### config.mk
export PLATFORM = sky130hd
export DESIGN_NAME = alu_unit
export DESIGN_NICKNAME = d
export VERILOG_FILES = /design/src/verilog/ooo_pkg.sv /design/src/verilog/alu_unit.sv
export SDC_FILE = /design/constraint.sdc
export NUM_CORES = 1
export LEC_CHECK = 0
export BUFFER_PORTS_ARGS = -buffer_cell sky130_fd_sc_hd__clkbuf_2
export CAP_MARGIN = 20
export CELL_PAD_IN_SITES_DETAIL_PLACEMENT = 0
export CELL_PAD_IN_SITES_GLOBAL_PLACEMENT = 1
export CORE_MARGIN = 8
export CORE_UTILIZATION = 43
export DETAILED_ROUTE_END_ITERATION = 10
export PLACE_DENSITY_LB_ADDON = 0.1
export SETUP_SLACK_MARGIN = 0.4
export SYNTH_ARGS = -nofsm -noshare
export SYNTH_HDL_FRONTEND = slang
export SYNTH_SLANG_ARGS = --single-unit
### constraint.sdc
create_clock -name clk -period 11.4 [get_ports clk]
set_input_delay 1.14 -clock clk [delete_from_list [all_inputs] [get_ports clk]]
set_output_delay 1.14 -clock clk [all_outputs]
set_load 0.01 [all_outputs]
### src/verilog/ooo_pkg.sv
package ooo_pkg;

    localparam int XLEN      = 32;
    localparam int ARCH_REGS = 32;
    localparam int PHYS_REGS = 64;
    localparam int ROB_DEPTH = 16;

    typedef logic [XLEN-1:0]                word_t;
    typedef logic [$clog2(ARCH_REGS)-1:0]   arch_reg_t;
    typedef logic [$clog2(PHYS_REGS)-1:0]   phys_tag_t;
    typedef logic [$clog2(ROB_DEPTH)-1:0]   rob_idx_t;

    typedef enum logic [2:0] {
        ALU_ADD,
        ALU_SUB,
        ALU_AND,
        ALU_OR,
        ALU_XOR,
        ALU_SLT
    } alu_op_t;

    // RV32 major opcodes and funct7 values
    localparam logic [6:0] OP_REG = 7'b0110011;
    localparam logic [6:0] OP_IMM = 7'b0010011;
    localparam logic [6:0] F7_SUB = 7'b0100000;
    localparam logic [6:0] F7_MUL = 7'b0000001;

    typedef struct packed {
        alu_op_t   op;
        logic      use_imm;
        word_t     imm;
        phys_tag_t dest;
        rob_idx_t  rob;
    } alu_entry_t;

    typedef struct packed {
        phys_tag_t dest;
        rob_idx_t  rob;
    } mul_entry_t;

endpackage

### src/verilog/alu_unit.sv
`timescale 1ns/100ps

module alu_unit (
    input  logic                clk,
    input  logic                reset,
    input  logic                issue,
    input  ooo_pkg::alu_entry_t issue_payload,
    input  ooo_pkg::word_t      op1,
    input  ooo_pkg::word_t      op2,
    output logic                res_valid,
    output ooo_pkg::phys_tag_t  res_tag,
    output ooo_pkg::rob_idx_t   res_rob,
    output ooo_pkg::word_t      res_value
);
    import ooo_pkg::*;

    word_t operand_b, result;

    assign operand_b = issue_payload.use_imm ? issue_payload.imm : op2;

    always_comb begin
        case (issue_payload.op)
            ALU_ADD: result = op1 + operand_b;
            ALU_SUB: result = op1 - operand_b;
            ALU_AND: result = op1 & operand_b;
            ALU_OR:  result = op1 | operand_b;
            ALU_XOR: result = op1 ^ operand_b;
            ALU_SLT: result = word_t'($signed(op1) < $signed(operand_b));
            default: result = '0;
        endcase
    end

    always_ff @(posedge clk) begin
        res_tag   <= issue_payload.dest;
        res_rob   <= issue_payload.rob;
        res_value <= result;
        if (reset) begin
            res_valid <= 1'b0;
        end else begin
            res_valid <= issue;
        end
    end

endmodule

# After elaboration in Yosys (flattened, before gate mapping)
# Index checks and enable logic that the tools add are counted.
[classes]
eq_ne = 5
reduce_logical = 1
bitwise_logic = 3
add_sub_neg = 2
order_cmp = 1
muxes = 2
[op_table]
columns = ["cell", "n"]
rows = [
  ["$pmux W32 S6", 1],
  ["$add A32 B32 Y32", 1],
  ["$and A32 B32 Y32", 1],
  ["$lt A32 B32 Y1", 1],
  ["$mux W32", 1],
  ["$or A32 B32 Y32", 1],
  ["$sub A32 B32 Y32", 1],
  ["$xor A32 B32 Y32", 1],
  ["$eq A3 B2 Y1 const B", 2],
  ["$eq A3 B3 Y1 const B", 2],
  ["$eq A3 B1 Y1 const B", 1],
  ["$logic_not A3 Y1", 1],
]
[totals]
in_bits = 113
reg_bits = 43
out_inout_bits = 43

# Logic depth before layout (Yosys ltp)
[logic_depth]
word_depth = 3
depth_mapped = 16
depth_no_buf = 14

# Worst setup path after synthesis
# Ideal clock, no wire load.
[synth_timing]
path_type = "input -> register"
from = "input port issue_payload[42] (netlist bit)"
to = "register res_value[24]"
n_path_buf = 3
t_arrival_ns = 4.461
stages = 16
setup_ns = 0.079
path_slack_ns = 6.860
path_cell_list = "clkbuf_1 buf_1 mux2i_1 inv_1 ha_1 fa_1 o21bai_1 a21oi_1 a211oi_1 nor3_1 nor3_1 or4_1 buf_2 a21oi_1 or4b_1 o211ai_1"
[synth_between]
elab_chain_len = 3
word_cells_on_any_way = 7
classes_between = "add/sub: 2; mux: 2; bitwise: 3"
[synth_lines]
columns = ["element", "line", "source"]
rows = [
  ["start, declared", "alu_unit.sv:7", "input ooo_pkg::alu_entry_t issue_payload,"],
  ["$mux W32 (*)", "alu_unit.sv:19", "assign operand_b = issue_payload.use_imm ? issue_payload.imm : op2;"],
  ["$sub A32 B32 Y32, or another cell as far along", "alu_unit.sv:24", "ALU_SUB: result = op1 - operand_b;"],
  ["$pmux W32 S6 (*)", "alu_unit.sv:22", "case (issue_payload.op)"],
  ["via result[24]", "alu_unit.sv:17", "word_t operand_b, result;"],
  ["end signal, assigned", "alu_unit.sv:36", "res_value <= result;"],
  ["end, declared", "alu_unit.sv:13", "output ooo_pkg::word_t res_value"],
]
# The timed path passes the listed nets; every way through them passes the cells marked *.
# A chain may end at the register's enable or synchronous reset.

# Worst setup path in the final report
# Ends and elaborated chain as after synthesis.

==> results.txt <==
The run finished with clean final reports. The average vias per placed instance came out at around 5.8. The die height is approximately 140 microns.

The critical path class is input port to flop. The post-layout instance count excluding filler cells came out at around 1200. The net switching power of the design came out at between 0.3 and 0.4 mW.

The signal arrival time at the worst endpoint is 4.96 ns. The static leakage power came out at 3.78 nW. The TritonCTS buffer count is 5. TritonCTS built the clock tree. By area the synthesized netlist is led by sky130_fd_sc_hd__ha_1 20%, sky130_fd_sc_hd__dfxtp_1 13%, sky130_fd_sc_hd__mux2i_1 5.6%, sky130_fd_sc_hd__inv_1 5.5%, sky130_fd_sc_hd__a21oi_1 5.4%. The path category of the worst min-delay check is input port to flop. The number of synthesized flops with an enable pin is 0.

The number of global-route vias before repair is between 6000 and 7000. The area of the mapped netlist is roughly 6600 sq um. The final hold violation count is 0. The max-slew violation count is 0. The number of vias in the routed layout came out at 7050.

Of the synthesized area, sequential elements account for 0.130. Measured along the x axis, the die boundary spans 140 microns. Walking the worst path, the cells encountered are clkbuf_2 -> buf_4 -> mux2i_1 -> inv_1 -> fa_1 -> o21bai_1 -> a21oi_1 -> a211oi_1 -> nor3_1 -> nor3_1 -> or4_1 -> a21oi_1 -> or4b_1 -> o211ai_1. The quantity of gates resized following cts came out at 0. The die covers 19600 sq um. The floorplan has 45 rows. In this design, the stage delay of the slowest critical-path cell is 0.54 ns. The count of synthesis-stage warnings from yosys came out at 0. The proportion of total power due to net switching came out at 0.433. The fraction of power consumed by sequential logic is 0.234. The routed design has about 23 mm of wire. The initial utilization of the core area, before any placement, comes to 0.437.

The endpoint of the worst hold path is res_tag[5]. The total nets after synthesis is ~1100. The flip-flop and latch count after synthesis came out at 43. For the pin with the worst max-slew slack, the measured transition is around 0.85 ns. The detailed-route DRC error count is 0. The number of buffers added to fix hold violations after cts came out at 0. In the final layout, the share of cells above drive strength 1 is 0.186. For this run, the leading register cell type out of synthesis is sky130_fd_sc_hd__dfxtp_1. Entering global routing, the biggest net connects between 80 and 90 pins. The root buffer cell chosen for the clock tree is sky130_fd_sc_hd__clkbuf_16. The core region is 15100 sq um.

The worst pin sits at a relative slew slack of 0.430. The total congestion overflow came out at 0. The share of power burned in the clock network came out at 0.237. The worst endpoint required time came out at ~12 ns. The proportion of synthesized flip-flops having asynchronous set or reset came out at 0. The relative area change from synthesis to final layout came out at 15.0%. The clock net sink count came out at between 40 and 50. The total setup violations reported at the end of the flow came out at 0.

The final antenna-violating net count is 0. The final critical-path required period came out at around 4.7 ns. The number of violations of the max-capacitance limit came out at 0. The DRC marker count from the first detailed-route iteration is roughly 810. The count of TritonRoute iterations in the first routing pass came out at 5.

The estimated wirelength of the detail-placed design is between 15 and 20 mm. Across every metal layer, demand over resource in global routing totals 0.227. The number of distinct library cell variants in the gate-level netlist after synthesis came out at 84. The mean area per synthesized cell is about 7.2 sq um. The synthesized instance count came out at 913.

CTS built an H-tree with a depth of 2. The wire length of the first global-routing pass is 36.5 mm. The number of antenna diodes is 0. STA classifies the critical path startpoint as an input port. The portion of total power attributed to combinational logic is 0.528. Of all cell types, the one taking the most synthesized area is sky130_fd_sc_hd__ha_1. Setup repair after global routing left no endpoint under its margin. The total power divided by cell area came out at between 90 and 100 nW/um^2.

The final weighted congestion of routability-driven global placement came out at approximately 0.95. The clock transition at the registers of the reported paths came out at 0.07 ns. By instance count, the leading cell after synthesis is sky130_fd_sc_hd__ha_1. The fraction of post-synthesis cell area in the top cell type by area is 0.195. The internal power came out at 0.428 mW. The maximum fanout along the worst path came out at 32. The number of buffers added for setup after CTS is 0. The initial antenna violation count is 0. In this run, placement finished with an instance count of between 1000 and 1500. The final routed wire length divided by cell count is ~19 microns. For this design the top-level I/O count stands at approximately 160.

The worst setup path is captured at a flop. At the end of the flow the core is filled with cells to 0.503. Across the VDD grid, the largest voltage drop is 0.0554 mV. The net count reported at finish came out at roughly 1200.

The deepest clock path buffer count is 2. In the finished design, the share of the clock period the worst path needs comes to 0.415. Sorting the synthesized cells by how often they occur yields 103 x sky130_fd_sc_hd__ha_1, 97 x sky130_fd_sc_hd__inv_1, 79 x sky130_fd_sc_hd__nor2_1. Buffers placed on the I/O ports in this run total around 160. The aggregate negative setup slack came out at 0 ns. Based on the critical path, the design can be clocked at up to 0.211 GHz. The worst hold path cell count came out at 1. In this run the most critical hold path is launched from issue_payload[9]. The slowest stage of the critical path belongs to the cell sky130_fd_sc_hd__mux2i_1.
==> metal layers <==
metal  routed length, microns  global-route usage
met1                    10900               0.309
met2                     9850               0.348
met3                     1750              0.0428
met4                      550              0.0817
met5                        0                   0
==> power by group through the flow <==
| stage | combinational, mW | sequential (mW) | clock (mW) |
|---|---|---|---|
| final | 0.399 | 0.177 | 0.179 |
| after CTS | 0.394 | 0.177 | 0.185 |
| after floorplan | 0.261 | 0.190 | 0 |
| after detailed placement | 0.391 | 0.181 | 0 |
| after global routing | 0.439 | 0.178 | 0.189 |
| after global placement | 0.395 | 0.180 | 0 |
==> critical path: cells and delay by family <==
family                   cells  cell delay (ns)
AO/OA/AOI/OAI                5             0.99
adder cells (fa/ha/maj)      1             0.43
buffers and inverters        3             0.73
multiplexers                 1             0.54
AND/OR/NAND/NOR              4             1.12
==> cell type report <==
cell class	count	area (sq um)
clock buffer	5	125
clock inverter	3	47.5
fill	1588	7500
inverter	101	379
multi-input combinational	715	5130
sequential	43	861
tap	188	235
timing repair buffer	160	813
==> state kept, by name (all words and copies together) (netlist names) <==
name and cells:
res_tag 6, res_value 32, res_valid 1, res_rob 4
==> placed cells by master (no fill, tap or decap), types with 8 or more instances in the layout <==
| cell | netlist | routed |
|---|---|---|
| sky130_fd_sc_hd__dfxtp_1 | 43 | 43 |
| sky130_fd_sc_hd__nor2b_1 | 15 | 15 |
| sky130_fd_sc_hd__nand3_1 | 12 | 12 |
| sky130_fd_sc_hd__mux2i_1 | 37 | 37 |
| sky130_fd_sc_hd__o22ai_1 | 12 | 12 |
| sky130_fd_sc_hd__a21oi_1 | 71 | 71 |
| sky130_fd_sc_hd__o21bai_1 | 14 | 14 |
| sky130_fd_sc_hd__a31oi_1 | 16 | 16 |
| sky130_fd_sc_hd__nor2_1 | 79 | 79 |
| sky130_fd_sc_hd__o211ai_1 | 14 | 14 |
| sky130_fd_sc_hd__xnor2_1 | 16 | 16 |
| sky130_fd_sc_hd__nor3_1 | 27 | 27 |
| sky130_fd_sc_hd__a21o_1 | 16 | 16 |
| sky130_fd_sc_hd__o31ai_1 | 10 | 10 |
| sky130_fd_sc_hd__a211oi_1 | 13 | 13 |
| sky130_fd_sc_hd__inv_1 | 97 | 97 |
| sky130_fd_sc_hd__and3_1 | 8 | 8 |
| sky130_fd_sc_hd__ha_1 | 103 | 103 |
| sky130_fd_sc_hd__clkbuf_2 | 0 | 155 |
| sky130_fd_sc_hd__nand2_1 | 65 | 65 |
| sky130_fd_sc_hd__o21ai_0 | 61 | 61 |
==> worst max-delay path by stage <==
stage | startpoint | endpoint | depth (start not counted)
floorplan | issue_payload[42] | res_value[24] | 16
global route | issue_payload[42] | res_value[24] | 14
detailed placement | issue_payload[42] | res_value[24] | 14
finish | issue_payload[42] | res_value[24] | 14
CTS | issue_payload[42] | res_value[24] | 14
global placement | issue_payload[42] | res_value[20] | 14
==> stage by stage <==
stage	worst slack (ns)	hold WS [ns]	total power [mW]	area [sq um]
6_report	6.67	0.937	0.755	7590
5_1_grt	6.30	0.928	0.807	7590
4_1_cts	6.70	0.927	0.756	7590
3_3_place_gp	6.46	1.24	0.575	7420
3_5_place_dp	6.39	1.25	0.572	7420
2_1_floorplan	6.86	1.17	0.451	6600
==> cell families after synthesis <==
logic type | synth area share
compound gates | 0.301
simple gates | 0.188
buf+inv | 0.0927
fa+ha+maj | 0.201
flops | 0.130
mux | 0.0578
xor+xnor | 0.0279
No activity file was read; power rests on OpenSTA's default activity.
