--- src/verilog/ooo_pkg.sv ---
package ooo_pkg;

    localparam int XLEN      = 32;
    localparam int ARCH_REGS = 32;
    localparam int PHYS_REGS = 64;
    localparam int ROB_DEPTH = 16;

    typedef logic [XLEN-1:0]                word_t;
    typedef logic [$clog2(ARCH_REGS)-1:0]   arch_reg_t;
    typedef logic [$clog2(PHYS_REGS)-1:0]   phys_tag_t;
    typedef logic [$clog2(ROB_DEPTH)-1:0]   rob_idx_t;

    typedef enum logic [2:0] {
        ALU_ADD,
        ALU_SUB,
        ALU_AND,
        ALU_OR,
        ALU_XOR,
        ALU_SLT
    } alu_op_t;

    // RV32 major opcodes and funct7 values
    localparam logic [6:0] OP_REG = 7'b0110011;
    localparam logic [6:0] OP_IMM = 7'b0010011;
    localparam logic [6:0] F7_SUB = 7'b0100000;
    localparam logic [6:0] F7_MUL = 7'b0000001;

    typedef struct packed {
        alu_op_t   op;
        logic      use_imm;
        word_t     imm;
        phys_tag_t dest;
        rob_idx_t  rob;
    } alu_entry_t;

    typedef struct packed {
        phys_tag_t dest;
        rob_idx_t  rob;
    } mul_entry_t;

endpackage

--- src/verilog/reorder_buffer.sv ---
`timescale 1ns/100ps

module reorder_buffer #(
    parameter int DEPTH = ooo_pkg::ROB_DEPTH
) (
    input  logic               clk,
    input  logic               reset,
    input  logic               alloc_valid,
    input  ooo_pkg::arch_reg_t alloc_rd,
    input  ooo_pkg::phys_tag_t alloc_old_tag,
    input  logic               alloc_has_dest,
    output logic               rob_full,
    output ooo_pkg::rob_idx_t  alloc_idx,
    input  logic               alu_res_valid,
    input  ooo_pkg::rob_idx_t  alu_res_rob,
    input  ooo_pkg::word_t     alu_res_value,
    input  logic               mul_res_valid,
    input  ooo_pkg::rob_idx_t  mul_res_rob,
    input  ooo_pkg::word_t     mul_res_value,
    output logic               commit_valid,
    output ooo_pkg::arch_reg_t commit_rd,
    output ooo_pkg::word_t     commit_value,
    output logic               free_valid,
    output ooo_pkg::phys_tag_t free_tag
);
    import ooo_pkg::*;

    localparam int CW = $clog2(DEPTH + 1);

    rob_idx_t         head, tail;
    logic [CW-1:0]    count;
    logic [DEPTH-1:0] done, dest_q;
    arch_reg_t        rd_q [DEPTH];
    phys_tag_t        old_q [DEPTH];
    word_t            value_q [DEPTH];

    function automatic rob_idx_t bump(rob_idx_t p);
        return (p == rob_idx_t'(DEPTH - 1)) ? '0 : p + 1'b1;
    endfunction

    assign rob_full  = count == CW'(DEPTH);
    assign alloc_idx = tail;

    assign commit_valid = count != '0 && done[head];
    assign commit_rd    = rd_q[head];
    assign commit_value = dest_q[head] ? value_q[head] : '0;  // x0 reads as zero
    assign free_valid   = commit_valid && dest_q[head];
    assign free_tag     = old_q[head];

    always_ff @(posedge clk) begin
        if (alloc_valid) begin
            rd_q[tail]   <= alloc_rd;
            old_q[tail]  <= alloc_old_tag;
            dest_q[tail] <= alloc_has_dest;
        end
        if (alu_res_valid) value_q[alu_res_rob] <= alu_res_value;
        if (mul_res_valid) value_q[mul_res_rob] <= mul_res_value;

        if (reset) begin
            head  <= '0;
            tail  <= '0;
            count <= '0;
            done  <= '0;
        end else begin
            if (alloc_valid) begin
                done[tail] <= 1'b0;
                tail       <= bump(tail);
            end
            if (alu_res_valid) done[alu_res_rob] <= 1'b1;
            if (mul_res_valid) done[mul_res_rob] <= 1'b1;
            if (commit_valid) head <= bump(head);
            count <= count + CW'(alloc_valid) - CW'(commit_valid);
        end
    end

endmodule

--- config.mk ---
export PLATFORM = sky130hd
export DESIGN_NAME = reorder_buffer
export DESIGN_NICKNAME = d
export VERILOG_FILES = /design/src/verilog/ooo_pkg.sv /design/src/verilog/reorder_buffer.sv
export SDC_FILE = /design/constraint.sdc
export NUM_CORES = 1
export LEC_CHECK = 0
export BUFFER_PORTS_ARGS = -buffer_cell sky130_fd_sc_hd__buf_4
export CORE_MARGIN = 8
export CORE_UTILIZATION = 60
export CTS_CLUSTER_SIZE = 12
export DETAILED_ROUTE_END_ITERATION = 16
export PLACE_DENSITY = 0.78
export SETUP_SLACK_MARGIN = 0.1
export SLEW_MARGIN = 20
export SYNTH_ARGS = -nofsm -noshare
export SYNTH_HDL_FRONTEND = slang
export SYNTH_SLANG_ARGS = --single-unit
--- constraint.sdc ---
create_clock -name clk -period 7 [get_ports clk]
set_clock_uncertainty 0.1 [all_clocks]
set_input_delay 0.35 -clock clk [delete_from_list [all_inputs] [get_ports clk]]
set_output_delay 0.35 -clock clk [all_outputs]
set_load 0.1 [all_outputs]
-- Word-level counts from Yosys, hierarchy flattened
Memory sizes are Yosys's and may differ from the RTL's. A register that Yosys moved wholly into a read port is not among the register bits.
Index checks and enable logic that the tools add are counted.
Widths: inputs -> output; s select.
- register bits after elaboration: 45
- bits of input ports: 89
- memories kept: 3
- memory bits (writable): 688
- output and inout bits: 50
- memory list (name ; depth ; bits a word ; read ports ; clocked after Yosys merged registers in ; wr ports ; line ; source):
    value_q ; 16 ; 32 ; 1 ; 1 ; 2 ; reorder_buffer.sv:35 ; word_t value_q [DEPTH];
    old_q ; 16 ; 6 ; 1 ; 1 ; 1 ; reorder_buffer.sv:34 ; phys_tag_t old_q [DEPTH];
    rd_q ; 16 ; 5 ; 1 ; 1 ; 1 ; reorder_buffer.sv:33 ; arch_reg_t rd_q [DEPTH];
- order comparisons: 7
- bitwise operators: 4
- mux-type cells: 31
- reduce and logical (&&, ||, !) cells: 6
- equal/unequal tests: 3
- add/sub/neg operators: 4
- operators with widths (cell ; count):
    $mux 16 ; 5
    $mux 32 ; 1
    $mux 4 ; 8
    $or 16x16->16 ; 2
    $lt 4x5->1 const B ; 4
    $and 16x16->16 ; 1
    $bwmux 16 ; 1
    $not 16->16 ; 1
    $demux 1 s4 ; 3
    $ge 4x1->1 const B ; 3
    $mux 1 ; 11
    $add 4x1->4 const B ; 2
    $bmux 1 s4 ; 2
    $eq 4x4->1 const B ; 2
    $add 5x1->5 ; 1
    $eq 5x5->1 const B ; 1
    $logic_and 1x1->1 ; 5
    $reduce_bool 5->1 ; 1
    $sub 5x1->5 ; 1

-- Longest topological paths before layout
- depth after elaboration: 13
- gate-level depth with buffers: 15
- depth with buffers taken out: 15

-- Worst setup path after synthesis
Ideal clock, no wire load.
- path type: flip-flop to output port
- from: register head[1]
- to: output port free_valid
- stages on the path, launching flop included: 7
- setup slack: 3.155 ns
- path buffers: 1
- arrival: 3.395 ns
- path through: dfxtp_1 -> clkbuf_1 -> mux4_2 -> mux2i_2 -> a221oi_4 -> inv_1 -> nor2_1
- word-level cells in the longest chain between the ends: 4
- elaborated cells on any way between the ends: 6
- those cells by class: mux (4); reduce/logical (2)
- ends and longest elaborated chain (element ; line ; source):
    start, declared ; reorder_buffer.sv:30 ; rob_idx_t head, tail;
    start signal, assigned ; reorder_buffer.sv:71 ; if (commit_valid) head <= bump(head);
    $bmux 1 s4 ; reorder_buffer.sv:44 ; assign commit_valid = count != '0 && done[head];
    $mux 1 (not written as such) ; reorder_buffer.sv:44 ;
    $logic_and 1x1->1 ; reorder_buffer.sv:44 ;
    named net commit_valid ; reorder_buffer.sv:20 ; output logic commit_valid,
    $logic_and 1x1->1 ; reorder_buffer.sv:47 ; assign free_valid = commit_valid && dest_q[head];
    end, declared ; reorder_buffer.sv:23 ; output logic free_valid,
The timed path passes the listed nets, and every way through them passes these cells. The select of a mux whose other input is x is not followed.

-- Worst setup path in the final report
- from: register head[0]
- to: output port commit_value[0]
- word-level cells in the longest chain between the ends: 3
- ends and longest elaborated chain (element ; line ; source):
    $bmux 1 s4 ; reorder_buffer.sv:46 ; assign commit_value = dest_q[head] ? value_q[head] : '0;
    $mux 1 (not written as such) ; reorder_buffer.sv:46 ;
    $mux 32 ; reorder_buffer.sv:46 ;
    end, declared ; reorder_buffer.sv:22 ; output ooo_pkg::word_t commit_value,
No other way between the ends. The select of a mux whose other input is x is not followed.

==> impl_summary.md <==
Status
The flow ran to the end, and the final reports show no timing, DRC or antenna violations.

Finish
From synthesis to final layout, the design area changed by 12.1%. Measured on the finished design, the core utilization comes to about 68%. Cells with a size suffix above 1 make up around half of the layout. After routing the design area is 39200 um2. The fill cell total of the finished layout is 3712. The net count reported at finish is between 2000 and 2500.

Route
In the final routed layout, each cell accounts on average for 32.4 um. The detailed-route wire length is 90500 um. The number of violations reported at the end of detailed-routing iteration 0 is approximately 2400. The detailed-route vias per instance is 6.78. In the routed design, unresolved DRC markers number 0. The first detailed-routing pass ran for 5 iterations. The number of vias in the routed layout is 18900. The detail route stage leaves a number of antenna-violating nets equal to 0.

Critical path
Data on the critical path arrives at its endpoint at between 4000 and 5000 ps. The worst setup path is of the reg -> out kind. In this run the worst path has a maximum fanout of 19. For the worst setup path, the data required time is about 6600 ps.

The capturing element type of the critical path is an output port. The worst setup path is launched from a flop.

Logic synthesis
The number of enable flip-flop cells after synthesis is about 700. Counting flops and latches in the post-synthesis netlist gives about 740. The post-synthesis cell type with the largest combined area is edfxtp_1. Synthesis produced roughly 1900 cells. The mapped netlist covers between 30000 and 40000 um2.

The post-synthesis area per instance is roughly 19 um2. For this run, the leading register cell type out of synthesis is edfxtp_1. Counting instances in the post-synthesis netlist gives the leading cell types as edfxtp_1 (704), mux2_2 (443), mux4_2 (222), clkbuf_1 (123), mux2_1 (72). The number of warnings issued by yosys is 0. The share of synthesized area occupied by flip-flops and latches is just over 60%. By area the synthesized netlist is led by edfxtp_1 (60%), mux4_2 (14%), mux2_2 (14%), mux2_1 (2.3%), dfxtp_1 (1.9%). Synthesis instantiated 48 different standard cells from the library. The net count of the mapped netlist is 1978. The area share of the leading cell type in the synthesized netlist is between 60% and 70%. For this run, asynchronously set or reset flops after synthesis account for 0%. By instance count, the leading cell after synthesis is edfxtp_1.

Floorplan
The core region is a little under 60000 um2. The floorplan step defined a die boundary enclosing approximately 66000 um2. The initial core utilization is 60.6%. The top-level I/O count is 139. In this run the horizontal extent of the chip is between 200 and 300 um. The total number of placement rows is 88. The height of the die is between 200 and 300 um.

Place
The congestion estimate from routability-driven global placement came to between 0.7 and 0.8. Before CTS, the worst setup slack after placement is between 2000 and 3000 ps. Summing all placed instances gives a cell area of about 37000 um2.

The HPWL after detailed placement is 44700 um. Input and output buffers added on the ports amount to about 140.

STA
The final sum of negative setup slack is 0 ps. In the post-route analysis, the smallest setup slack over all paths is 2300 ps. The transition time at the pin with the least slew margin is approximately 1100 ps.

Measured against its own limit, the worst slew margin works out to 26.0%. The clock period minus final worst setup slack is around 4700 ps. The final critical-path share of the clock period is ~67%. The final-report setup violation count is 0. The worst hold slack after final layout is 41.7 ps.

Setup repair after global routing left no endpoint under its margin. Based on the critical path, the design can be clocked at up to approximately 210 MHz. The final max-slew violation count came to 0. The number of failing hold endpoints at the final stage came to 0.

Clock tree
CTS saw between 700 and 800 sinks. The number of instances resized during post-cts repair is 0. The tree is rooted in a clkbuf_16. The worst-skew pair later-pin latency is around 620 ps. The CTS clock-pin slew for the worst setup and hold paths is 60 ps.

The clock passes through at most 3 buffers. The number of H-tree levels is 3. The number of hold buffers added after CTS was 15. TritonCTS built the clock tree. In this run, CTS created clock tree buffers numbering 76. After clock tree synthesis, the setup repair step added 0 buffers.

Global route
The global-route wire length before repair is approximately 130000 um. Across every metal layer, demand over resource in global routing totals ~27%. The via count of the first global-routing pass was 19400. The maximum number of pins on one net before global-route repair is 132. The initial antenna violation count came to 6. The final global-route overflow total is 0.

Power and ir drop
Of the total power, combinational logic draws 10.5%. Across the VDD grid, the largest voltage drop is ~0.18 mV. For this design the static power due to leakage is roughly 0.013 uW. The share of total power in sequential cells is 51.0%. The proportion of total power due to net switching is approximately a quarter. The power spent charging and discharging nets is ~2300 uW. Cell internal power was estimated by the tool at 7570 uW. Power spread over the standard cell area amounts to roughly 250 nW/um2.

The part of the power in the clock network is slightly below 40%.

Worst hold path
The min-delay analysis places its worst path in the category in -> reg.

Run
Max-cap violations in this run came to 0.
==> sequential cells by signal, indices dropped and copies added (netlist names), named ones only <==
name and count:
old_q 96, alloc_idx 4, head 4, value_q 512, dest_q 16, count 5, rd_q 80, done 16
==> worst paths after layout <==
check	startpoint	end	slack, ps	cells past startpoint
min	mul_res_value[20]	value_q[1][20]	40	2
min reg2reg	done[11]	done[11]	380	2
max reg2reg	head[0]	count[4]	3410	13
max	head[0]	commit_value[0]	2300	6
==> area by class of cell <==
cell class | instances | area (um2) | area share, %
inverter | 24 | 90.1 | 0.230
antenna | 2 | 5.00 | 0.0128
clock inverter | 21 | 176 | 0.450
clock buffer | 111 | 2110 | 5.37
timing repair buffer | 191 | 1510 | 3.85
multi-input combinational | 941 | 12500 | 32.0
sequential | 737 | 21800 | 55.7
tap | 765 | 957 | 2.44
==> placed cells by master, fill, tap and decap left out, drive strengths merged, types with 15 or more instances in the layout <==
cell type	count
edfxtp	704
nand2	26
clkbuf	111
inv	26
clkinv	17
mux4	222
dlygate4sd3	15
dfxtp	33
a21oi	18
buf	176
mux2	515
nor2	32
nor2b	38
==> logic make-up (layout without fill, tap and decap cells) <==
kind of cell / Yosys count / count (layout) / share of synthesized area, %
xor+xnor: 5 / 5 / 0.125
buf+inv: 199 / 347 / 2.57
compound gates: 46 / 46 / 0.866
other cells: 0 / 2 / 0
simple gates: 137 / 137 / 2.62
mux: 741 / 741 / 31.0
fa+ha+maj: 12 / 12 / 0.451
flops: 737 / 737 / 62.4
==> metal layers <==
metal  vias up  global-route usage (%)  wire (um)
met2      1031                    42.6      43500
met4        10                    9.11       2680
met1      9931                    37.5      35900
met5         -                       0         64
li1       7762                       -          -
met3       201                    5.73       8310
==> critical path, cell delays in order, from the launching register on <==
cell     delay (ps)
dfxtp_1         750
mux4_2          600
mux2_2          300
o21ai_4         840
buf_4           710
nor2b_1         130
buf_4           270
==> through the flow <==
stage	cells	power, uW
global route	2791	10200
detailed placement	2643	6160
finish	2792	9880
CTS	2790	9930
floorplan	1877	5860
global placement	2643	6120
==> power groups by stage <==
stage               sequential [uW]  clock, uW  combinational, uW
global placement               5130          0                990
detailed placement             5140          0               1020
finish                         5040       3800               1040
floorplan                      5120          0                738
CTS                            5040       3850               1040
global route                   5050       4020               1090
Power figures use the tool's default switching activity.
