## config.mk

```make
export PLATFORM = sky130hd
export DESIGN_NAME = mul_unit
export DESIGN_NICKNAME = d
export VERILOG_FILES = /design/src/verilog/ooo_pkg.sv /design/src/verilog/mul_unit.sv
export SDC_FILE = /design/constraint.sdc
export NUM_CORES = 1
export LEC_CHECK = 0
export BUFFER_PORTS_ARGS = -buffer_cell sky130_fd_sc_hd__buf_2
export CAP_MARGIN = 20
export CORE_UTILIZATION = 65
export CTS_CLUSTER_SIZE = 14
export DETAILED_ROUTE_END_ITERATION = 16
export GPL_ROUTABILITY_DRIVEN = 1
export PLACE_DENSITY = 0.81
export SYNTH_ARGS = -nofsm -noshare
export SYNTH_HDL_FRONTEND = slang
export SYNTH_SLANG_ARGS = --single-unit
export TNS_END_PERCENT = 100
```

## constraint.sdc

```tcl
create_clock -name clk -period 19.48 [get_ports clk]
set_clock_uncertainty 0.1 [all_clocks]
set_input_delay 1.948 -clock clk [delete_from_list [all_inputs] [get_ports clk]]
set_output_delay 1.948 -clock clk [all_outputs]
set_load 0.01 [all_outputs]
```

## src/verilog/ooo_pkg.sv

```systemverilog
package ooo_pkg;

    localparam int XLEN      = 32;
    localparam int ARCH_REGS = 32;
    localparam int PHYS_REGS = 64;
    localparam int ROB_DEPTH = 16;

    typedef logic [XLEN-1:0]                word_t;
    typedef logic [$clog2(ARCH_REGS)-1:0]   arch_reg_t;
    typedef logic [$clog2(PHYS_REGS)-1:0]   phys_tag_t;
    typedef logic [$clog2(ROB_DEPTH)-1:0]   rob_idx_t;

    typedef enum logic [2:0] {
        ALU_ADD,
        ALU_SUB,
        ALU_AND,
        ALU_OR,
        ALU_XOR,
        ALU_SLT
    } alu_op_t;

    // RV32 major opcodes and funct7 values
    localparam logic [6:0] OP_REG = 7'b0110011;
    localparam logic [6:0] OP_IMM = 7'b0010011;
    localparam logic [6:0] F7_SUB = 7'b0100000;
    localparam logic [6:0] F7_MUL = 7'b0000001;

    typedef struct packed {
        alu_op_t   op;
        logic      use_imm;
        word_t     imm;
        phys_tag_t dest;
        rob_idx_t  rob;
    } alu_entry_t;

    typedef struct packed {
        phys_tag_t dest;
        rob_idx_t  rob;
    } mul_entry_t;

endpackage

```

## src/verilog/mul_unit.sv

```systemverilog
`timescale 1ns/100ps

module mul_unit #(
    parameter int MUL_STAGES = 3
) (
    input  logic                clk,
    input  logic                reset,
    input  logic                issue,
    input  ooo_pkg::mul_entry_t issue_payload,
    input  ooo_pkg::word_t      op1,
    input  ooo_pkg::word_t      op2,
    output logic                res_valid,
    output ooo_pkg::phys_tag_t  res_tag,
    output ooo_pkg::rob_idx_t   res_rob,
    output ooo_pkg::word_t      res_value
);
    import ooo_pkg::*;

    logic [MUL_STAGES-1:0] vld;
    word_t                 prod_q [MUL_STAGES];
    phys_tag_t             tag_q [MUL_STAGES];
    rob_idx_t              rob_q [MUL_STAGES];

    always_ff @(posedge clk) begin
        prod_q[0] <= op1 * op2;     // low word only
        tag_q[0]  <= issue_payload.dest;
        rob_q[0]  <= issue_payload.rob;
        for (int i = 1; i < MUL_STAGES; i++) begin
            prod_q[i] <= prod_q[i-1];
            tag_q[i]  <= tag_q[i-1];
            rob_q[i]  <= rob_q[i-1];
        end
        if (reset) begin
            vld <= '0;
        end else begin
            vld[0] <= issue;
            for (int i = 1; i < MUL_STAGES; i++) begin
                vld[i] <= vld[i-1];
            end
        end
    end

    assign res_valid = vld[MUL_STAGES-1];
    assign res_tag   = tag_q[MUL_STAGES-1];
    assign res_rob   = rob_q[MUL_STAGES-1];
    assign res_value = prod_q[MUL_STAGES-1];

endmodule

```

# Word level (Yosys, flattened, before mapping)
# Memory sizes are Yosys's and may differ from the RTL's.
# Index checks and enable logic that the tools add are counted.
[op_classes]
div_mod_pow = 0
magnitude_cmp = 0
mux = 0
shift = 0
n_addsub = 0
n_eq_ne = 0
reduce_logical = 0
mul = 1
n_bitwise = 0
[ops]
columns = ["cell", "count"]
rows = [
  ["$mul 32x32->32", 1],
]
[word_totals]
elab_cells = 5
romBits = 0
mem_count = 3
out_inout_bits = 43
ram_bits = 126
register_bits = 3
latch_bits = 0
[memory_table]
columns = ["name", "depth", "width", "read_ports", "rd_ports_with_merged_regs", "write_ports", "line_no", "source"]
rows = [
  ["prod_q", 3, 32, 3, 0, 3, "mul_unit.sv:20", "word_t prod_q [MUL_STAGES];"],
  ["tag_q", 3, 6, 3, 0, 3, "mul_unit.sv:21", "phys_tag_t tag_q [MUL_STAGES];"],
  ["rob_q", 3, 4, 3, 0, 3, "mul_unit.sv:22", "rob_idx_t rob_q [MUL_STAGES];"],
]

# Logic depth before layout (Yosys ltp)
# Gate-level depths: netlist of run 1.
[logic_depth]
ltp_word = 1
depth_mapped = 26
depth_no_buf = 24

# Least setup slack after synthesis of run 1
# No wires, ideal clock.
[synth_path]
path_kind = "input to register"
from = "input op2[2]"
to = "memory prod_q[0][28] (netlist bit)"
required_ns = 19.247
slack_ns = 11.148
stages = 24
setup_ns = 0.133
arrival_time_ns = 8.099
n_path_buf = 2
path_cell_list = "clkbuf_1 -> clkbuf_1 -> and2_1 -> fa_1 -> inv_1 -> fa_1 -> fa_1 -> fa_1 -> inv_1 -> fa_1 -> inv_1 -> fa_1 -> inv_1 -> fa_1 -> fa_1 -> ha_1 -> nand2_1 -> a31oi_1 -> o41ai_1 -> o211ai_1 -> a31oi_1 -> o21ai_1 -> mux2i_1 -> o2111ai_1"
[synth_lines]
columns = ["element", "line_no", "source"]
rows = [
  ["start: declaration", "mul_unit.sv:11", "input ooo_pkg::word_t op2,"],
  ["end: declaration", "mul_unit.sv:20", ""],
]

==> key figures, run 1 <==
Route
  – Drt first pass iters: 6
  – Detailed-route via count: 12,400
  – Routed vias/inst: roughly 5.4
  – # DRC: 0
  – Antenna viol nets, final: 0
  – Initial DRC count: about 860
  – Wire per inst: 18.4 um
  – Overall routed net length: 42.3 mm

Finish
  – # fillers: 2,145
  – Fin util: 0.703
  – Non-Filler Instances: 2,300
  – Net count, final: 2,516
  – Layout overhead on the synthesized area: 5.59%
  – Share of cells above drive strength 1: 0.0812

Global route
  – Pin count of the biggest net entering global routing: 33
  – First-pass GRT wire length: ~70 mm
  – Total track usage: 0.319
  – Met3 Usage GRT: 0.0525
  – Initial antenna violation count: 0
  – GR peak layer: met2
  – Vias in the first global route: 13,600
  – M1 GR Usage: 0.414
  – GRT overflow: 0
  – GR Util met2: 0.532

Yosys
  – Share of the synthesized area in the top cell type: 0.438
  – Net Count, Synth: 2,500
  – Synth cell count leaders: 408 x fa_1, 368 x and2_1, 361 x inv_1, 181 x nand2_1, 129 x dfxtp_1
  – Post-synthesis sequential area ratio: 0.138
  – Mapped cell area: roughly 19,000 um2
  – Xor and xnor fraction of the mapped netlist area: 0.0385
  – Register bit total from synthesis: 129
  – Post-synth EDFFs: 0
  – Post-Synth Simple-Gate Area: 0.172
  – Main combinational cell family by area after synthesis: adder cells
  – Most frequent cell after synthesis: fa_1
  – Post-synthesis compound-gate area fraction: 0.0249
  – Post-synthesis adder-cell area fraction: 0.520
  – Top area cells in the synthesized netlist: fa_1 44%, dfxtp_1 14%, and2_1 12%, ha_1 8.2%, inv_1 7.3%
  – Ys async rst share: 0
  – Distinct cells, synth: 38
  – Post-synth top area cell: fa_1
  – Mux contribution to synthesized area: 0.000536
  – Prevailing post-synth register cell: dfxtp_1
  – Synth Warn #: 0
  – Syn Area/Cell: roughly 10 um2
  – Post-Syn Instances: roughly 1,900

Timing
  – RSZ-0062 raised after global routing: no
  – Slew Limit Fails: 0
  – Setup violations, final: 0
  – Final Cycle Share: 0.445
  – Crit path time final: between 8 and 9 ns
  – Slew Limit Headroom: 0.474
  – Fin. Hold Viols: 0
  – Highest Clock Rate: 115 MHz
  – Worst-margin pin slew: 0.790 ns
  – Final TNS setup: 0 ns

Worst setup path
  – Critical Path Sink Type: register
  – Cell mode on critical path: fa_1
  – Crit-path slowest cell: fa_1
  – Max incr delay on CP: between 0.5 and 0.6 ns
  – Worst-path maximum fanout: 30
  – WP data arrival: 8.87 ns
  – CP required: 19.69 ns
  – Worst path cell trace: buf_2 > and2_1 > fa_1 > inv_1 > fa_1 > fa_1 > fa_1 > inv_1 > fa_1 > inv_1 > fa_1 > inv_1 > fa_1 > fa_1 > ha_1 > nand2_1 > a31oi_1 > o41ai_1 > o211ai_1 > a31oi_1 > o21ai_1 > mux2i_1 > o2111ai_1
  – CP Class: in -> reg
  – Crit path launch type: input pin

Clock tree
  – Worst-skew pair later-pin latency: 0.44 ns
  – TritonCTS Buffers: 17
  – CTS max path bufs: 2
  – Clock transition at path regs: ~0.07 ns
  – Clock net sink count: 129
  – CTS Hold Bufs: 0
  – H-tree levels: 4
  – Post-CTS Repair Setup Buffers: 0
  – Clock Root Buffer: clkbuf_16
  – CTS tree: yes
  – Post-cts gate resize count: 0

Floorplan
  – Num ports: 120
  – Row count: 61
  – Vert. Die Dim: about 170 um
  – Core area: 28,000 um2
  – Die width: 171 um
  – Initial Util: 0.666
  – Die ar.: 29,400 um2

Min path
  – Hold WC Path Type: reg -> reg

Run status
  – Outcome: complete, no violations

Place
  – GP Congestion: approximately 0.9
  – Detail Placement HPWL: 32.9 mm
  – Placed insts: between 2,000 and 2,500
  – PortBufs: around 120

Job
  – Max Cap Violations: 0
==> per-layer routing <==
metal  wire (um)  part of all wire
met2       20700              0.49
met5           0                 0
met1       17200              0.41
met3        2810             0.067
met4        1570             0.037
==> per-stage QoR <==
stage,worst slack [ns],hold slack (ns),instance area [um2]
after floorplan,11.15,0.210,18700
after global placement,10.53,0.209,19100
after detailed placement,10.35,0.212,19100
after CTS,10.81,0.221,19700
after global routing,10.50,0.221,19700
final,10.82,0.216,19700
==> sequential cells by signal (all words and copies together), names as in the netlist <==
register,flops
tag_q,18
rob_q,12
vld,3
prod_q,96
==> area by class of cell <==
cell class	instances	area (um2)	area share
antenna	1	2.50	0.000127
clock buffer	17	425	0.0216
clock inverter	15	163	0.00826
inverter	361	1360	0.0688
multi-input combinational	1280	14100	0.716
sequential	129	2580	0.131
tap	378	473	0.0240
timing repair buffer	119	596	0.0302
==> kinds of logic after synthesis <==
group | after synthesis
AND/OR/NAND/NOR | 595
AO/OA/AOI/OAI | 71
flip-flops | 129
XOR/XNOR | 82
adder cells (fa/ha/maj) | 531
buffers and inverters | 483
multiplexers | 1
==> worst max-delay path: cells and delay by family <==
family | cells | cell delay (ns)
fa+ha+maj | 9 | 4.31
compound gates | 6 | 1.48
simple gates | 2 | 0.42
buf+inv | 5 | 0.49
mux | 1 | 0.20
==> cell usage in the layout (no fill, tap or decap), types with 4 or more instances in the layout <==
cell type,Yosys,routed
inv_1,361,361
nor2_1,24,24
nor3_1,6,6
o21ai_0,6,6
a21o_1,5,5
clkbuf_16,0,17
fa_1,408,408
nand2b_1,4,4
a211oi_1,4,4
and2_1,368,368
inv_8,0,5
xor2_1,20,20
xnor2_1,62,62
dfxtp_1,129,129
o21ai_1,8,8
ha_1,123,123
nor2b_1,5,5
buf_2,0,119
a21oi_1,18,18
o21a_1,7,7
a31oi_1,6,6
nand2_1,181,181
==> worst paths after layout <==
path | from | end | slack [ns] | depth (start not counted)
worst max-delay path | op2[2] | prod_q[0][28] | 10.82 | 23
worst min-delay path | prod_q[0][46] | prod_q[0][78] | 0.22 | 0
worst max register to register | vld[0] | vld[1] | 18.86 | 1
worst min register to register | prod_q[0][46] | prod_q[0][78] | 0.22 | 0
Power of run 1 is not shown: default switching activity piles up to over one toggle a cycle in this logic, so the estimate is an artifact.
==> run 2: changes to the inputs <==
--- a/config.mk
+++ b/config.mk
@@ -7,11 +7,11 @@
 export LEC_CHECK = 0
 export BUFFER_PORTS_ARGS = -buffer_cell sky130_fd_sc_hd__buf_2
 export CAP_MARGIN = 20
-export CORE_UTILIZATION = 65
+export CORE_UTILIZATION = 64
 export CTS_CLUSTER_SIZE = 14
 export DETAILED_ROUTE_END_ITERATION = 16
 export GPL_ROUTABILITY_DRIVEN = 1
-export PLACE_DENSITY = 0.81
+export PLACE_DENSITY = 0.8
 export SYNTH_ARGS = -nofsm -noshare
 export SYNTH_HDL_FRONTEND = slang
 export SYNTH_SLANG_ARGS = --single-unit
==> constraint.sdc (replaced) <==
create_clock -name clk -period 8 [get_ports clk]
set_clock_uncertainty 0.1 [all_clocks]
set_input_delay 0.8 -clock clk [delete_from_list [all_inputs] [get_ports clk]]
set_output_delay 0.8 -clock clk [all_outputs]
set_load 0.01 [all_outputs]
==> key figures, run 2 (synthesized netlist as in run 1, its figures left out) <==
Clock tree
  – Clock transition at path regs: 0.07 ns (about the same)
  – Clock net sink count: 129 (unchanged)
  – H-tree levels: 4 (unchanged)
  – Clock Root Buffer: clkbuf_16
  – CTS max path bufs: 2 (unchanged)
  – Post-cts gate resize count: 0 (unchanged)
  – CTS tree: yes
  – Worst-skew pair later-pin latency: 0.43 ns (about the same)
  – CTS Hold Bufs: 0 (unchanged)
  – Post-CTS Repair Setup Buffers: 0 (unchanged)
  – TritonCTS Buffers: 17 (unchanged)

Finish
  – Final instance area: 19,900 um2 (+1.1%)
  – Commonest non-fill, non-tap cells in the layout: 408 x fa_1, 368 x and2_1, 361 x inv_1
  – Flip-flop count of the largest register after layout: 96 (unchanged)
  – Layout overhead on the synthesized area: 6.78%
  – Largest Register: prod_q
  – Biggest registers after layout: prod_q x96, tag_q x18, rob_q x12
  – Share of cells above drive strength 1: 0.0944 (+0.0132)
  – Net count, final: 2,544 (+1.1%)
  – FF+latch area: 2580 um2 (unchanged)
  – Multi-input logic area: 14,100 um2 (unchanged)
  – # fillers: 2,187 (+2.0%)
  – Fin util: 0.694 (-0.00924)
  – Most common cell after layout, fill and taps aside: fa_1

Route
  – Drt first pass iters: 5 (-1)
  – Detailed-route via count: 12,800 (+3.6%)
  – Initial DRC count: 769 (-10%)
  – Overall routed net length: 44.2 mm (+4.6%)
  – # DRC: 0 (unchanged)
  – Wire per inst: 18.9 um (+3.0%)
  – Routed vias/inst: 5.49 (+2.0%)
  – Antenna viol nets, final: 0 (unchanged)

Timing
  – Fin. Hold Viols: 0 (unchanged)
  – RSZ-0062 raised after global routing: no
  – Setup WS post-layout: 0.503 ns (-10.32 ns)
  – Final Cycle Share: 0.937
  – Slew Limit Headroom: 0.587 (+0.113)
  – Worst-margin pin slew: 0.620 ns (-0.170 ns)
  – Slew Limit Fails: 0 (unchanged)
  – Final TNS setup: 0 ns (unchanged)
  – Highest Clock Rate: between 100 and 150 MHz
  – Setup violations, final: 0 (unchanged)
  – Crit path time final: 7.50 ns

Place
  – Placed Area: 19,300 um2 (+1.1%)
  – GP Congestion: 0.933 (+1.6%)
  – Detail Placement HPWL: 36.2 mm (+9.9%)
  – PortBufs: 119 (unchanged)
  – Pre-CTS setup slack: 0.0714 ns (-10.28 ns)

Global route
  – Total track usage: 0.319 (+0.000791)
  – GRT overflow: 0 (unchanged)
  – Pin count of the biggest net entering global routing: 30 (-9.1%)
  – Vias in the first global route: 14,100 (+3.9%)
  – First-pass GRT wire length: 72.5 mm (+3.9%)
  – Initial antenna violation count: 2 (+2)

Worst setup path
  – Crit path launch type: input pin
  – Setup slack, reg-to-reg: 7.39 ns (-11.47 ns)
  – Reg2reg start: vld[1]
  – CP required: 8.20 ns (-11.49 ns)
  – WP data arrival: 7.70 ns (-1.17 ns)
  – Critical Path Sink Type: register
  – R2R Path End: vld[2]
  – R2R depth: 1 (unchanged)
  – Worst-path maximum fanout: 26 (-13%)
  – CP Class: in -> reg

Floorplan
  – Initial Util: 0.650 (-0.0161)
  – Row count: 62 (+1.6%)
  – Vert. Die Dim: 173 um (+0.77%)
  – Die ar.: 29,800 um2 (+1.5%)
  – Num ports: 120 (unchanged)
  – Core area: 28,700 um2 (+2.5%)
  – Die width: 173 um (+0.77%)

Min path
  – Hold path cells: 0 (unchanged)
  – Worst Min Path Start: prod_q[0][2]
  – Hold WC Path Type: reg -> reg
  – Worst Hold Path EP: prod_q[0][34]

Run status
  – Outcome: complete, no violations

Job
  – Max Cap Violations: 0 (unchanged)
==> run 2: per-layer routing <==
metal | global-route usage | up-vias | share of wire
met2 | 0.537 | 612 | 0.49
met3 | 0.0526 | 139 | 0.076
met5 | 0 | - | 0
met1 | 0.397 | 6515 | 0.38
li1 | - | 5549 | -
met4 | 0.171 | 0 | 0.052
==> run 2: worst max path at each step <==
stage                     cells after the start    from       endpoint
after global placement                       23  op2[6]  prod_q[0][28]
after global routing                         23  op2[5]  prod_q[0][28]
final                                        23  op2[6]  prod_q[0][28]
after CTS                                    23  op2[5]  prod_q[0][28]
after floorplan                              24  op2[2]  prod_q[0][28]
after detailed placement                     23  op2[5]  prod_q[0][28]
==> run 2: through the flow <==
stage,hold slack [ns],std cells
floorplan,0.210,1892
global placement,0.210,2301
detailed placement,0.212,2301
CTS,0.224,2333
global route,0.228,2334
finish,0.222,2335
==> run 2: cell type report <==
class	instances	area share
diodes	2	0.000251
inverters	361	0.0680
well taps	384	0.0241
repair buffers	147	0.0404
clock inverters	15	0.00823
clock buffers	17	0.0214
multi-input cells	1280	0.708
flip-flops and latches	129	0.130
==> run 2: worst max-delay path, cell delays in order <==
cell       delay, ns
buf_2           0.41
and2_1          0.23
fa_1            0.44
fa_1            0.50
fa_1            0.52
inv_1           0.05
fa_1            0.50
inv_1           0.06
fa_1            0.50
inv_1           0.06
fa_1            0.53
inv_1           0.05
fa_1            0.50
fa_1            0.42
ha_1            0.35
nand2_1         0.15
a31oi_1         0.10
o41ai_1         0.38
o211ai_1        0.16
a31oi_1         0.40
o21ai_1         0.21
mux2i_1         0.22
o2111ai_1       0.14
Power of run 2 is left out for the same reason.
